File: config.mk
export PLATFORM = sky130hd
export DESIGN_NAME = zx_mapper_top
export DESIGN_NICKNAME = d
export VERILOG_FILES = /design/src/design/zx_bus_pkg.sv /design/src/design/zx_mem_pkg.sv /design/src/design/zx_page_if.sv /design/src/design/zx_bus_decode.sv /design/src/design/zx_dos_ctrl.sv /design/src/design/zx_mapper_top.sv /design/src/design/zx_port_regs.sv /design/src/design/zx_window_map.sv
export VERILOG_INCLUDE_DIRS = /design/src /design/src/design
export SDC_FILE = /design/constraint.sdc
export NUM_CORES = 1
export LEC_CHECK = 0
export BUFFER_PORTS_ARGS = -buffer_cell sky130_fd_sc_hd__buf_2
export CORE_UTILIZATION = 57
export CTS_CLUSTER_DIAMETER = 100
export DETAILED_ROUTE_END_ITERATION = 10
export GPL_TIMING_DRIVEN = 0
export PLACE_DENSITY = 0.77
export SLEW_MARGIN = 30
export SYNTH_ARGS = -nofsm -noshare
export SYNTH_HDL_FRONTEND = slang
export SYNTH_SLANG_ARGS = --single-unit
File: constraint.sdc
create_clock -name fclk -period 2.18 [get_ports fclk]
set_input_delay 0.436 -clock fclk [delete_from_list [all_inputs] [get_ports fclk]]
set_output_delay 0.436 -clock fclk [all_outputs]
set_load 0.02 [all_outputs]
File: src/design/zx_cfg.svh
`ifndef ZX_CFG_SVH
`define ZX_CFG_SVH

////////////////////////////////////////////////////////////////////////////
// i/o port decode
////////////////////////////////////////////////////////////////////////////

// ATM window page port, xxF7, window picked by A15:A14
`define ZX_PORT_F7_LOW      8'hF7
// ATM config port, bit 0 is pager enable
`define ZX_PORT_77_LOW      8'h77

////////////////////////////////////////////////////////////////////////////
// TR-DOS entry
////////////////////////////////////////////////////////////////////////////

// M1 in 3Dxx with BASIC48 in window 0
`define ZX_DOS_ENTRY_HIGH   8'h3D

////////////////////////////////////////////////////////////////////////////
// page numbers
////////////////////////////////////////////////////////////////////////////

`define ZX_ROM_EDITOR128    8'd0
`define ZX_ROM_BASIC48      8'd1
`define ZX_ROM_TRDOS        8'd2

// fixed pentagon ram in windows 1 and 2
`define ZX_RAM_WIN1         8'd5
`define ZX_RAM_WIN2         8'd2

`endif

File: src/design/zx_bus_pkg.sv
`default_nettype none

////////////////////////////////////////////////////////////////////////////
// z80 bus activity
////////////////////////////////////////////////////////////////////////////

package zx_bus_pkg;

	// start of a bus cycle, valid for one fclk
	typedef enum logic [1:0]
	{
		cyc_none  = 2'd0,
		cyc_io_wr = 2'd1,
		cyc_m1    = 2'd2
	} bus_cycle_t;

endpackage

`default_nettype wire

File: src/design/zx_mem_pkg.sv
`default_nettype none

////////////////////////////////////////////////////////////////////////////
// memory mapping types
////////////////////////////////////////////////////////////////////////////

package zx_mem_pkg;

	typedef logic [7:0] page_t;

	// A15:A14
	typedef logic [1:0] win_idx_t;

	// same bit layout as the byte written to xxF7
	typedef struct packed
	{
		logic       rom;
		logic [6:0] page;
	} atm_page_t;

	// 7FFD bits 2:0
	typedef logic [2:0] ram_bank_t;

endpackage

`default_nettype wire

File: src/design/zx_page_if.sv
`timescale 1ns/1ns
`default_nettype none

// paging register state, register block to mapper
interface zx_page_if
	import zx_mem_pkg::*;
();

	ram_bank_t          ram_bank;
	logic               rom_sel;
	logic               pager_en;
	atm_page_t [3:0]    win_regs;

	modport regs
	(
		output ram_bank,
		output rom_sel,
		output pager_en,
		output win_regs
	);

	modport map
	(
		input ram_bank,
		input rom_sel,
		input pager_en,
		input win_regs
	);

endinterface

`default_nettype wire

File: src/design/zx_bus_decode.sv
`timescale 1ns/1ns
`default_nettype none

module zx_bus_decode
	import zx_bus_pkg::*;
(
	input  wire             fclk,
	input  wire             rst_n,
	input  wire [15:0]      a,
	input  wire [7:0]       d,
	input  wire             iorq_n,
	input  wire             mreq_n,
	input  wire             rd_n,
	input  wire             wr_n,
	input  wire             m1_n,
	output bus_cycle_t      cycle,
	output logic [15:0]     cyc_addr,
	output logic [7:0]      cyc_data
);

	logic io_wr_cond;
	logic m1_cond;
	logic io_wr_prev;
	logic m1_prev;
	logic io_wr_start;
	logic m1_start;

	// m1_n high keeps the int ack cycle out
	assign io_wr_cond = !iorq_n && !wr_n && m1_n;
	assign m1_cond    = !mreq_n && !m1_n && !rd_n;

	assign io_wr_start = io_wr_cond && !io_wr_prev;
	assign m1_start    = m1_cond && !m1_prev;

	always_ff @(posedge fclk or negedge rst_n)
	begin
		if (!rst_n)
		begin
			io_wr_prev <= 1'b0;
			m1_prev    <= 1'b0;
			cycle      <= cyc_none;
		end
		else
		begin
			io_wr_prev <= io_wr_cond;
			m1_prev    <= m1_cond;
			if (io_wr_start)
				cycle <= cyc_io_wr;
			else if (m1_start)
				cycle <= cyc_m1;
			else
				cycle <= cyc_none;
		end
	end

	// address and data frozen with the strobe
	always_ff @(posedge fclk or negedge rst_n)
	begin
		if (!rst_n)
		begin
			cyc_addr <= '0;
			cyc_data <= '0;
		end
		else if (io_wr_start || m1_start)
		begin
			cyc_addr <= a;
			cyc_data <= d;
		end
	end

endmodule

`default_nettype wire

File: src/design/zx_dos_ctrl.sv
`timescale 1ns/1ns
`default_nettype none

`include "zx_cfg.svh"

module zx_dos_ctrl
	import zx_bus_pkg::*;
(
	input  wire             fclk,
	input  wire             rst_n,
	input  wire bus_cycle_t cycle,
	input  wire [15:0]      cyc_addr,
	input  wire             basic48_mapped,
	output logic            dos
);

	logic m1_fetch;
	logic dos_on;
	logic dos_off;

	assign m1_fetch = (cycle == cyc_m1);

	// entry point in the 48k rom
	assign dos_on  = m1_fetch && basic48_mapped &&
	                 (cyc_addr[15:8] == `ZX_DOS_ENTRY_HIGH);
	// any fetch outside window 0 leaves dos
	assign dos_off = m1_fetch && (cyc_addr[15:14] != 2'd0);

	always_ff @(posedge fclk or negedge rst_n)
	begin
		if (!rst_n)
			dos <= 1'b0;
		else if (dos_on)
			dos <= 1'b1;
		else if (dos_off)
			dos <= 1'b0;
	end

endmodule

`default_nettype wire

File: src/design/zx_mapper_top.sv
`timescale 1ns/1ns
`default_nettype none

module zx_mapper_top
	import zx_bus_pkg::*;
	import zx_mem_pkg::*;
(
	input  wire             fclk,
	input  wire             rst_n,

	// z80 bus, already synchronous to fclk
	input  wire [15:0]      a,
	input  wire [7:0]       d,
	input  wire             iorq_n,
	input  wire             mreq_n,
	input  wire             rd_n,
	input  wire             wr_n,
	input  wire             m1_n,

	output page_t           mem_page,
	output logic            mem_rom,
	output logic            dos
);

	bus_cycle_t  cycle;
	logic [15:0] cyc_addr;
	logic [7:0]  cyc_data;
	logic        basic48_mapped;

	zx_page_if u_page_if ();

	zx_bus_decode u_bus_decode (
		.fclk     (fclk),
		.rst_n    (rst_n),
		.a        (a),
		.d        (d),
		.iorq_n   (iorq_n),
		.mreq_n   (mreq_n),
		.rd_n     (rd_n),
		.wr_n     (wr_n),
		.m1_n     (m1_n),
		.cycle    (cycle),
		.cyc_addr (cyc_addr),
		.cyc_data (cyc_data)
	);

	zx_port_regs u_port_regs (
		.fclk     (fclk),
		.rst_n    (rst_n),
		.cycle    (cycle),
		.cyc_addr (cyc_addr),
		.cyc_data (cyc_data),
		.regs     (u_page_if.regs)
	);

	zx_dos_ctrl u_dos_ctrl (
		.fclk           (fclk),
		.rst_n          (rst_n),
		.cycle          (cycle),
		.cyc_addr       (cyc_addr),
		.basic48_mapped (basic48_mapped),
		.dos            (dos)
	);

	zx_window_map u_window_map (
		.a              (a),
		.dos            (dos),
		.map            (u_page_if.map),
		.mem_page       (mem_page),
		.mem_rom        (mem_rom),
		.basic48_mapped (basic48_mapped)
	);

endmodule

`default_nettype wire

File: src/design/zx_port_regs.sv
`timescale 1ns/1ns
`default_nettype none

`include "zx_cfg.svh"

module zx_port_regs
	import zx_bus_pkg::*;
	import zx_mem_pkg::*;
(
	input  wire             fclk,
	input  wire             rst_n,
	input  wire bus_cycle_t cycle,
	input  wire [15:0]      cyc_addr,
	input  wire [7:0]       cyc_data,
	zx_page_if.regs         regs
);

	logic     io_wr;
	logic     hit_7ffd;
	logic     hit_77;
	logic     hit_f7;
	logic     lock_7ffd;
	win_idx_t win_sel;

	////////////////////////////////////////////////////////////////////////////
	// port decode
	////////////////////////////////////////////////////////////////////////////

	assign io_wr = (cycle == cyc_io_wr);

	// 7FFD is partially decoded, A15=0 and A1=0
	assign hit_7ffd = io_wr && !cyc_addr[15] && !cyc_addr[1];
	assign hit_77   = io_wr && (cyc_addr[7:0] == `ZX_PORT_77_LOW);
	assign hit_f7   = io_wr && (cyc_addr[7:0] == `ZX_PORT_F7_LOW);

	assign win_sel = cyc_addr[15:14];

	////////////////////////////////////////////////////////////////////////////
	// registers
	////////////////////////////////////////////////////////////////////////////

	always_ff @(posedge fclk or negedge rst_n)
	begin
		if (!rst_n)
		begin
			regs.ram_bank <= '0;
			regs.rom_sel  <= 1'b0;
			lock_7ffd     <= 1'b0;
		end
		else if (hit_7ffd && !lock_7ffd)
		begin
			regs.ram_bank <= ram_bank_t'(cyc_data[2:0]);
			regs.rom_sel  <= cyc_data[4];
			// 48k lock, held until reset
			lock_7ffd     <= cyc_data[5];
		end
	end

	always_ff @(posedge fclk or negedge rst_n)
	begin
		if (!rst_n)
			regs.pager_en <= 1'b0;
		else if (hit_77)
			regs.pager_en <= cyc_data[0];
	end

	always_ff @(posedge fclk or negedge rst_n)
	begin
		if (!rst_n)
			regs.win_regs <= '0;
		else if (hit_f7)
			regs.win_regs[win_sel] <= atm_page_t'(cyc_data);
	end

endmodule

`default_nettype wire

File: src/design/zx_window_map.sv
`timescale 1ns/1ns
`default_nettype none

`include "zx_cfg.svh"

module zx_window_map
	import zx_mem_pkg::*;
(
	input  wire [15:0]      a,
	input  wire             dos,
	zx_page_if.map          map,
	output page_t           mem_page,
	output logic            mem_rom,
	output logic            basic48_mapped
);

	logic  win0_rom;
	page_t win0_page;

	// pentagon map with the pager off, ATM window registers with it on
	function automatic void resolve_win(
		input  win_idx_t w,
		output logic     rom,
		output page_t    page
	);
		rom  = 1'b0;
		page = '0;
		if (map.pager_en)
		begin
			rom  = map.win_regs[w].rom;
			page = {1'b0, map.win_regs[w].page};
			// dos overrides a rom entry in window 0
			if ((w == 2'd0) && rom && dos)
				page = `ZX_ROM_TRDOS;
		end
		else
		begin
			case (w)
				2'd0:
				begin
					rom = 1'b1;
					if (dos)
						page = `ZX_ROM_TRDOS;
					else if (map.rom_sel)
						page = `ZX_ROM_BASIC48;
					else
						page = `ZX_ROM_EDITOR128;
				end
				2'd1:    page = `ZX_RAM_WIN1;
				2'd2:    page = `ZX_RAM_WIN2;
				default: page = {5'b0, map.ram_bank};
			endcase
		end
	endfunction

	always_comb
	begin
		resolve_win(a[15:14], mem_rom, mem_page);
	end

	// window 0 on its own, for the dos entry check
	always_comb
	begin
		resolve_win(2'd0, win0_rom, win0_page);
	end

	assign basic48_mapped = win0_rom && (win0_page == `ZX_ROM_BASIC48);

endmodule

`default_nettype wire

-- Word-level counts from Yosys, hierarchy flattened
Cells that the tools add are included.
- multiplexer cells: 19
- order comparisons: 3
- reductions and logical operators: 33
- equal/unequal tests: 8
- operators with widths (cell ; count):
    8-bit two-way mux ; 5
    32-bit bitwise mux ; 1
    8-bit one-hot mux with 3 select lines ; 1
    1-bit logical AND ; 19
    8-bit binary-select mux with 2-bit select ; 1
    8-bit demux with 2-bit select ; 1
    7-bit two-way mux ; 2
    1-bit logical NOT ; 10
    8-bit by 1-bit == test with 1-bit output (second input constant) ; 1
    8-bit by 6-bit == test with 1-bit output (second input constant) ; 1
    8-bit by 7-bit == test with 1-bit output (second input constant) ; 1
    8-bit == test (second input constant) ; 1
    2-bit by 3-bit less-than comparator with 1-bit output (second input constant) ; 2
    1-bit two-way mux ; 6
    2-bit by 1-bit == test with 1-bit output (second input constant) ; 2
    2-bit == test (second input constant) ; 2
    2-bit two-way mux ; 2
    2-bit nonzero test ; 2
    2-bit by 1-bit greater-or-equal comparator with 1-bit output (second input constant) ; 1
    2-bit logical NOT ; 1
    1-bit logical OR ; 1
- bits of input ports: 31
- logic and storage cells: 81
- output and inout bits: 10
- register bits after elaboration: 67

-- Longest topological paths before layout
- depth in word-level cells: 8
- gate-level depth with buffers: 5
- depth with buffers taken out: 3

-- Modules after synthesis
A second synthesis with hierarchy kept.
- cell total of the unflattened synthesis: 200
- area, all modules: 3136.8 sq um
- by module, submodules not included (module ; sequential area each (sq um) ; cells an instance ; area each (sq um) ; instances):
    zx_port_regs ; 950.9 ; 91 ; 1551.5 ; 1
    zx_bus_decode ; 700.7 ; 59 ; 1132.3 ; 1
    zx_window_map ; 0.0 ; 42 ; 387.9 ; 1
    zx_dos_ctrl ; 25.0 ; 8 ; 65.1 ; 1

-- Worst setup path before layout
Ideal clock, no wire load.
- path kind: input to output
- start point: input a[14]
- end point: output mem_page[2]
- stages on the path: 4
- path slack: 41 ps
- buffers on the path: 2
- arrival time: 1703 ps
- data required time: 1744 ps
- cell sequence: buf_2 buf_2 o31ai_1 o21ai_0
- word-level cells in the longest chain between the ends: 6
- elaborated cells on any way between the ends: 10
- classes of those cells: 2 x eq/ne; 5 x mux; 3 x reduce/logical
- RTL lines (item ; line ; text):
    from (decl) ; zx_mapper_top.sv:12 ; input wire [15:0] a,
    8-bit binary-select mux with 2-bit select ; zx_window_map.sv:30, zx_window_map.sv:31 ;
    8-bit two-way mux (implied by the code) ; zx_window_map.sv:30 ; rom = map.win_regs[w].rom;
    1-bit logical AND (2 in a row) ; zx_window_map.sv:33 ; if ((w == 2'd0) && rom && dos)
    7-bit two-way mux ; zx_window_map.sv:33 ;
    8-bit two-way mux (*) ; zx_window_map.sv:28 ; if (map.pager_en)
    to (decl) ; zx_mapper_top.sv:20 ; output page_t mem_page,
Mark *: on every way between the ends. The rest lies on a longest branch, timed or not. The select of a mux whose other input is x is not followed.

-- Worst setup path in the final report
- start point: register, netlist name u_port_regs.regs.win_regs[7]
- end point: output mem_page[1]
- word-level cells in the longest chain between the ends: 6
- RTL lines (item ; line):
    8-bit binary-select mux with 2-bit select ; zx_window_map.sv:30
    8-bit two-way mux (implied by the code) ; zx_window_map.sv:30
    1-bit logical AND (2 in a row) ; zx_window_map.sv:33
    7-bit two-way mux ; zx_window_map.sv:33
    8-bit two-way mux ; zx_window_map.sv:28
Every way passes these cells. The select of a mux whose other input is x is not followed.

==> metrics.txt <==
nets@finish=281; die height=74.6 um; Cells after DPL=308; dpl cell area=3310 sq um; Die ar.=5560 sq um; routed vias=1809; largest net degree at the start of global routing=51; CTS Buf Count=9; dpl hpwl=3.73 mm; clock share of power=0.348; WL per Instance=17.7 um; Pre-antenna DRT Iters=4; fin cells=324; CP Capture Type=output port; switch share=0.258; Final ANT Viol Nets=0; maxcap violations=0; global-route wire length before repair=9.51 mm; Sw Pwr=0.748 mW; Critical Path Fanout Max=7; initial core utilization=0.592; most frequent cells in the layout=dfrtp_1, mux2_2, buf_2, clkbuf_8, mux4_2; grt ovf=0; First DRT Iteration DRCs=95; Root Buffer=clkbuf_8; CTS sink cnt=67; multiplexer share of the synthesized area=0.285; Syn Nets=230; Critical Path Max Stage Delay=0.42 ns; DRC=0; Unique masters post-synth=37; Least-Margin Pin Slew=0.857 ns; internal power=2.15 mW; Hold Crit Class=input port to register; commonest non-fill, non-tap cell in the layout=dfrtp_1; RSZ-0062 raised after global routing=no; Worst-path clk slew=0.07 ns; vias in the first global route=1858; core area=5070 sq um; Mean Syn Cell Area=15.1 sq um; final hold violations=0; Comb pwr share=0.128; Post-Route WL=5.72 mm; maximum VDD drop=607 uV; All-Layer GR Usage=0.246; Syn-to-layout area delta=18.0%; routability cong.=0.734; port buffer count=38; Pleak=1.67 nW; combinational family with the most area after synthesis=multiplexers; Final Setup Violations=0; clk_skew=0.00468 ns; post-synthesis xor/xnor area fraction=0; Final Critical Period=2.06 ns; Post-Syn Instances=199; Die Wd=74.6 um; design area=3540 sq um; CTS tree=built; Critical Path Source Type=register; slew margin rel.=0.427; Post-CTS Setup Repair Bufs=0; Ant. Diodes=0; fmax=0.486 GHz; share of cells above drive strength 1=0.531; CP max stage cell=dfrtp_1; Pwr Density=817 nW/um^2; CP required=1.74 ns; Netlist Area Pre-Place=3000 sq um; Arr. time, crit path=1.62 ns; Synth Area in Compound Gates=0.0296; CP Class=register to output port; status=complete, no violations; post-route setup TNS=0 ns; crit share post-route=0.943; Seq/Total Area, Yosys=0.558; post-synthesis simple-gate area fraction=0.111; max-slew violations=0; sequential group share of total power=0.525; Skew-Pair Late Insertion Delay=0.34 ns; H-tree levels=3; clk buf depth=2; vias per cell=5.58; critical-path cell list=nand2_1 > o31ai_4 > o22a_1 > buf_2; floorplan row count=26; Synth Area in Adders=0; I/O pin cnt=41; Yosys warning count=0; antenna violations before repair=0; Yosys reg bits=67
==> worst max-delay path: cells and delay by family, from the launching register on <==
family          cells  cell delay, ns
simple gates        1            0.11
flops               1            0.42
compound gates      2            0.59
buf+inv             1            0.16
==> routing by layer <==
| layer | up-vias | GRT usage | share of wire |
|---|---|---|---|
| met1 | 918 | 0.340 | 0.47 |
| li1 | 843 | - | - |
| met3 | 3 | 0.0447 | 0.038 |
| met5 | - | 0 | 0 |
| met2 | 45 | 0.380 | 0.49 |
| met4 | 0 | 0.113 | 0.0054 |
==> flip-flops by register name (all words and copies together), names as in the netlist, 2 cells and up <==
signal                     cells
u_bus_decode.cyc_addr         16
u_bus_decode.cyc_data          8
u_bus_decode.cycle             2
u_port_regs.regs.ram_bank      3
u_port_regs.regs.win_regs     32
==> power by group through the flow <==
stage / logic, mW / clock network (mW) / registers (mW)
2_1_floorplan: 0.263 / 0 / 1.50
3_3_place_gp: 0.351 / 0 / 1.53
3_5_place_dp: 0.368 / 0 / 1.54
4_1_cts: 0.373 / 1.02 / 1.52
5_1_grt: 0.410 / 1.08 / 1.54
6_report: 0.370 / 1.01 / 1.52
==> cells by family (layout without fill, tap and decap cells) <==
kind of cell / count (synthesis) / in the layout
AO/OA/AOI/OAI: 13 / 13
buffers and inverters: 10 / 65
multiplexers: 69 / 69
AND/OR/NAND/NOR: 39 / 39
flip-flops: 67 / 67
other: 1 / 1
==> layout make-up <==
class	instances	area, sq um
buffer	7	46.3
clock buffer	14	193
clock inverter	1	5.00
fill	373	1530
inverter	3	11.3
multi-input combinational	122	1290
sequential	67	1680
tap	70	87.6
timing repair buffer	40	230
==> path summary, 6_finish.rpt <==
| kind | slack (ns) | startpoint | cells after the start | to |
|---|---|---|---|---|
| worst max-delay path | 0.12 | u_port_regs.regs.win_regs[7] | 4 | mem_page[1] |
| worst max register to register | 0.17 | u_bus_decode.cyc_addr[3] | 3 | u_port_regs.regs.win_regs[9] |
| worst min-delay path | 0.26 | iorq_n | 2 | u_bus_decode.io_wr_prev |
| worst min register to register | 0.43 | u_bus_decode.m1_prev | 1 | u_bus_decode.cycle[1] |
| min in group asynchronous | 0.53 | rst_n | 2 | u_bus_decode.cyc_addr[2] |
| max in group asynchronous | 1.13 | rst_n | 3 | u_port_regs.regs.ram_bank[2] |
==> synthesized netlist by cell type <==
library cell | number | area [sq um]
a21boi_0 | 1 | 7.51
mux2i_1 | 1 | 10.0
nor3b_1 | 1 | 7.51
nand3b_2 | 1 | 11.3
clkbuf_1 | 2 | 7.51
nor4b_1 | 3 | 26.3
o22ai_1 | 1 | 6.26
dfrtp_1 | 67 | 1680
nor2b_1 | 4 | 25.0
mux2_2 | 59 | 664
o31ai_1 | 1 | 7.51
nand4b_1 | 3 | 26.3
nor2_1 | 5 | 18.8
nand2b_1 | 4 | 25.0
and4b_1 | 1 | 10.0
inv_1 | 3 | 11.3
conb_1 | 1 | 3.75
o22a_1 | 1 | 8.76
nor4_1 | 2 | 12.5
a22oi_1 | 1 | 7.51
nor3_1 | 1 | 5.00
nand3b_1 | 1 | 7.51
mux2_1 | 2 | 22.5
o41ai_1 | 1 | 8.76
nand4_1 | 1 | 6.26
nor4_2 | 1 | 12.5
a221o_1 | 1 | 10.0
nor4_4 | 4 | 85.1
nand4b_4 | 1 | 23.8
nand2_1 | 5 | 18.8
buf_2 | 4 | 20.0
buf_4 | 1 | 7.51
a21oi_1 | 1 | 5.00
mux4_2 | 7 | 158
a21o_1 | 1 | 7.51
o21ai_0 | 4 | 20.0
nand4bb_1 | 1 | 11.3
==> through the flow <==
step	hold WS, ns	power, mW	utilization	setup slack, ns
2_1_floorplan	0.140	1.76	-	0.0413
3_3_place_gp	0.409	1.88	0.646	-0.440
3_5_place_dp	0.330	1.91	0.652	-0.447
4_1_cts	0.243	2.91	0.697	0.00329
5_1_grt	0.254	3.02	0.698	0.0201
6_report	0.256	2.90	0.698	0.124
==> repair_timing <==
action | CTS | global route
endpoints found under the setup margin | 7 | 6
resized for setup | 4 | 4
hold endpoints to repair | 17 | 0
hold buffers | 1 | 0
Power figures use the tool's default switching activity.
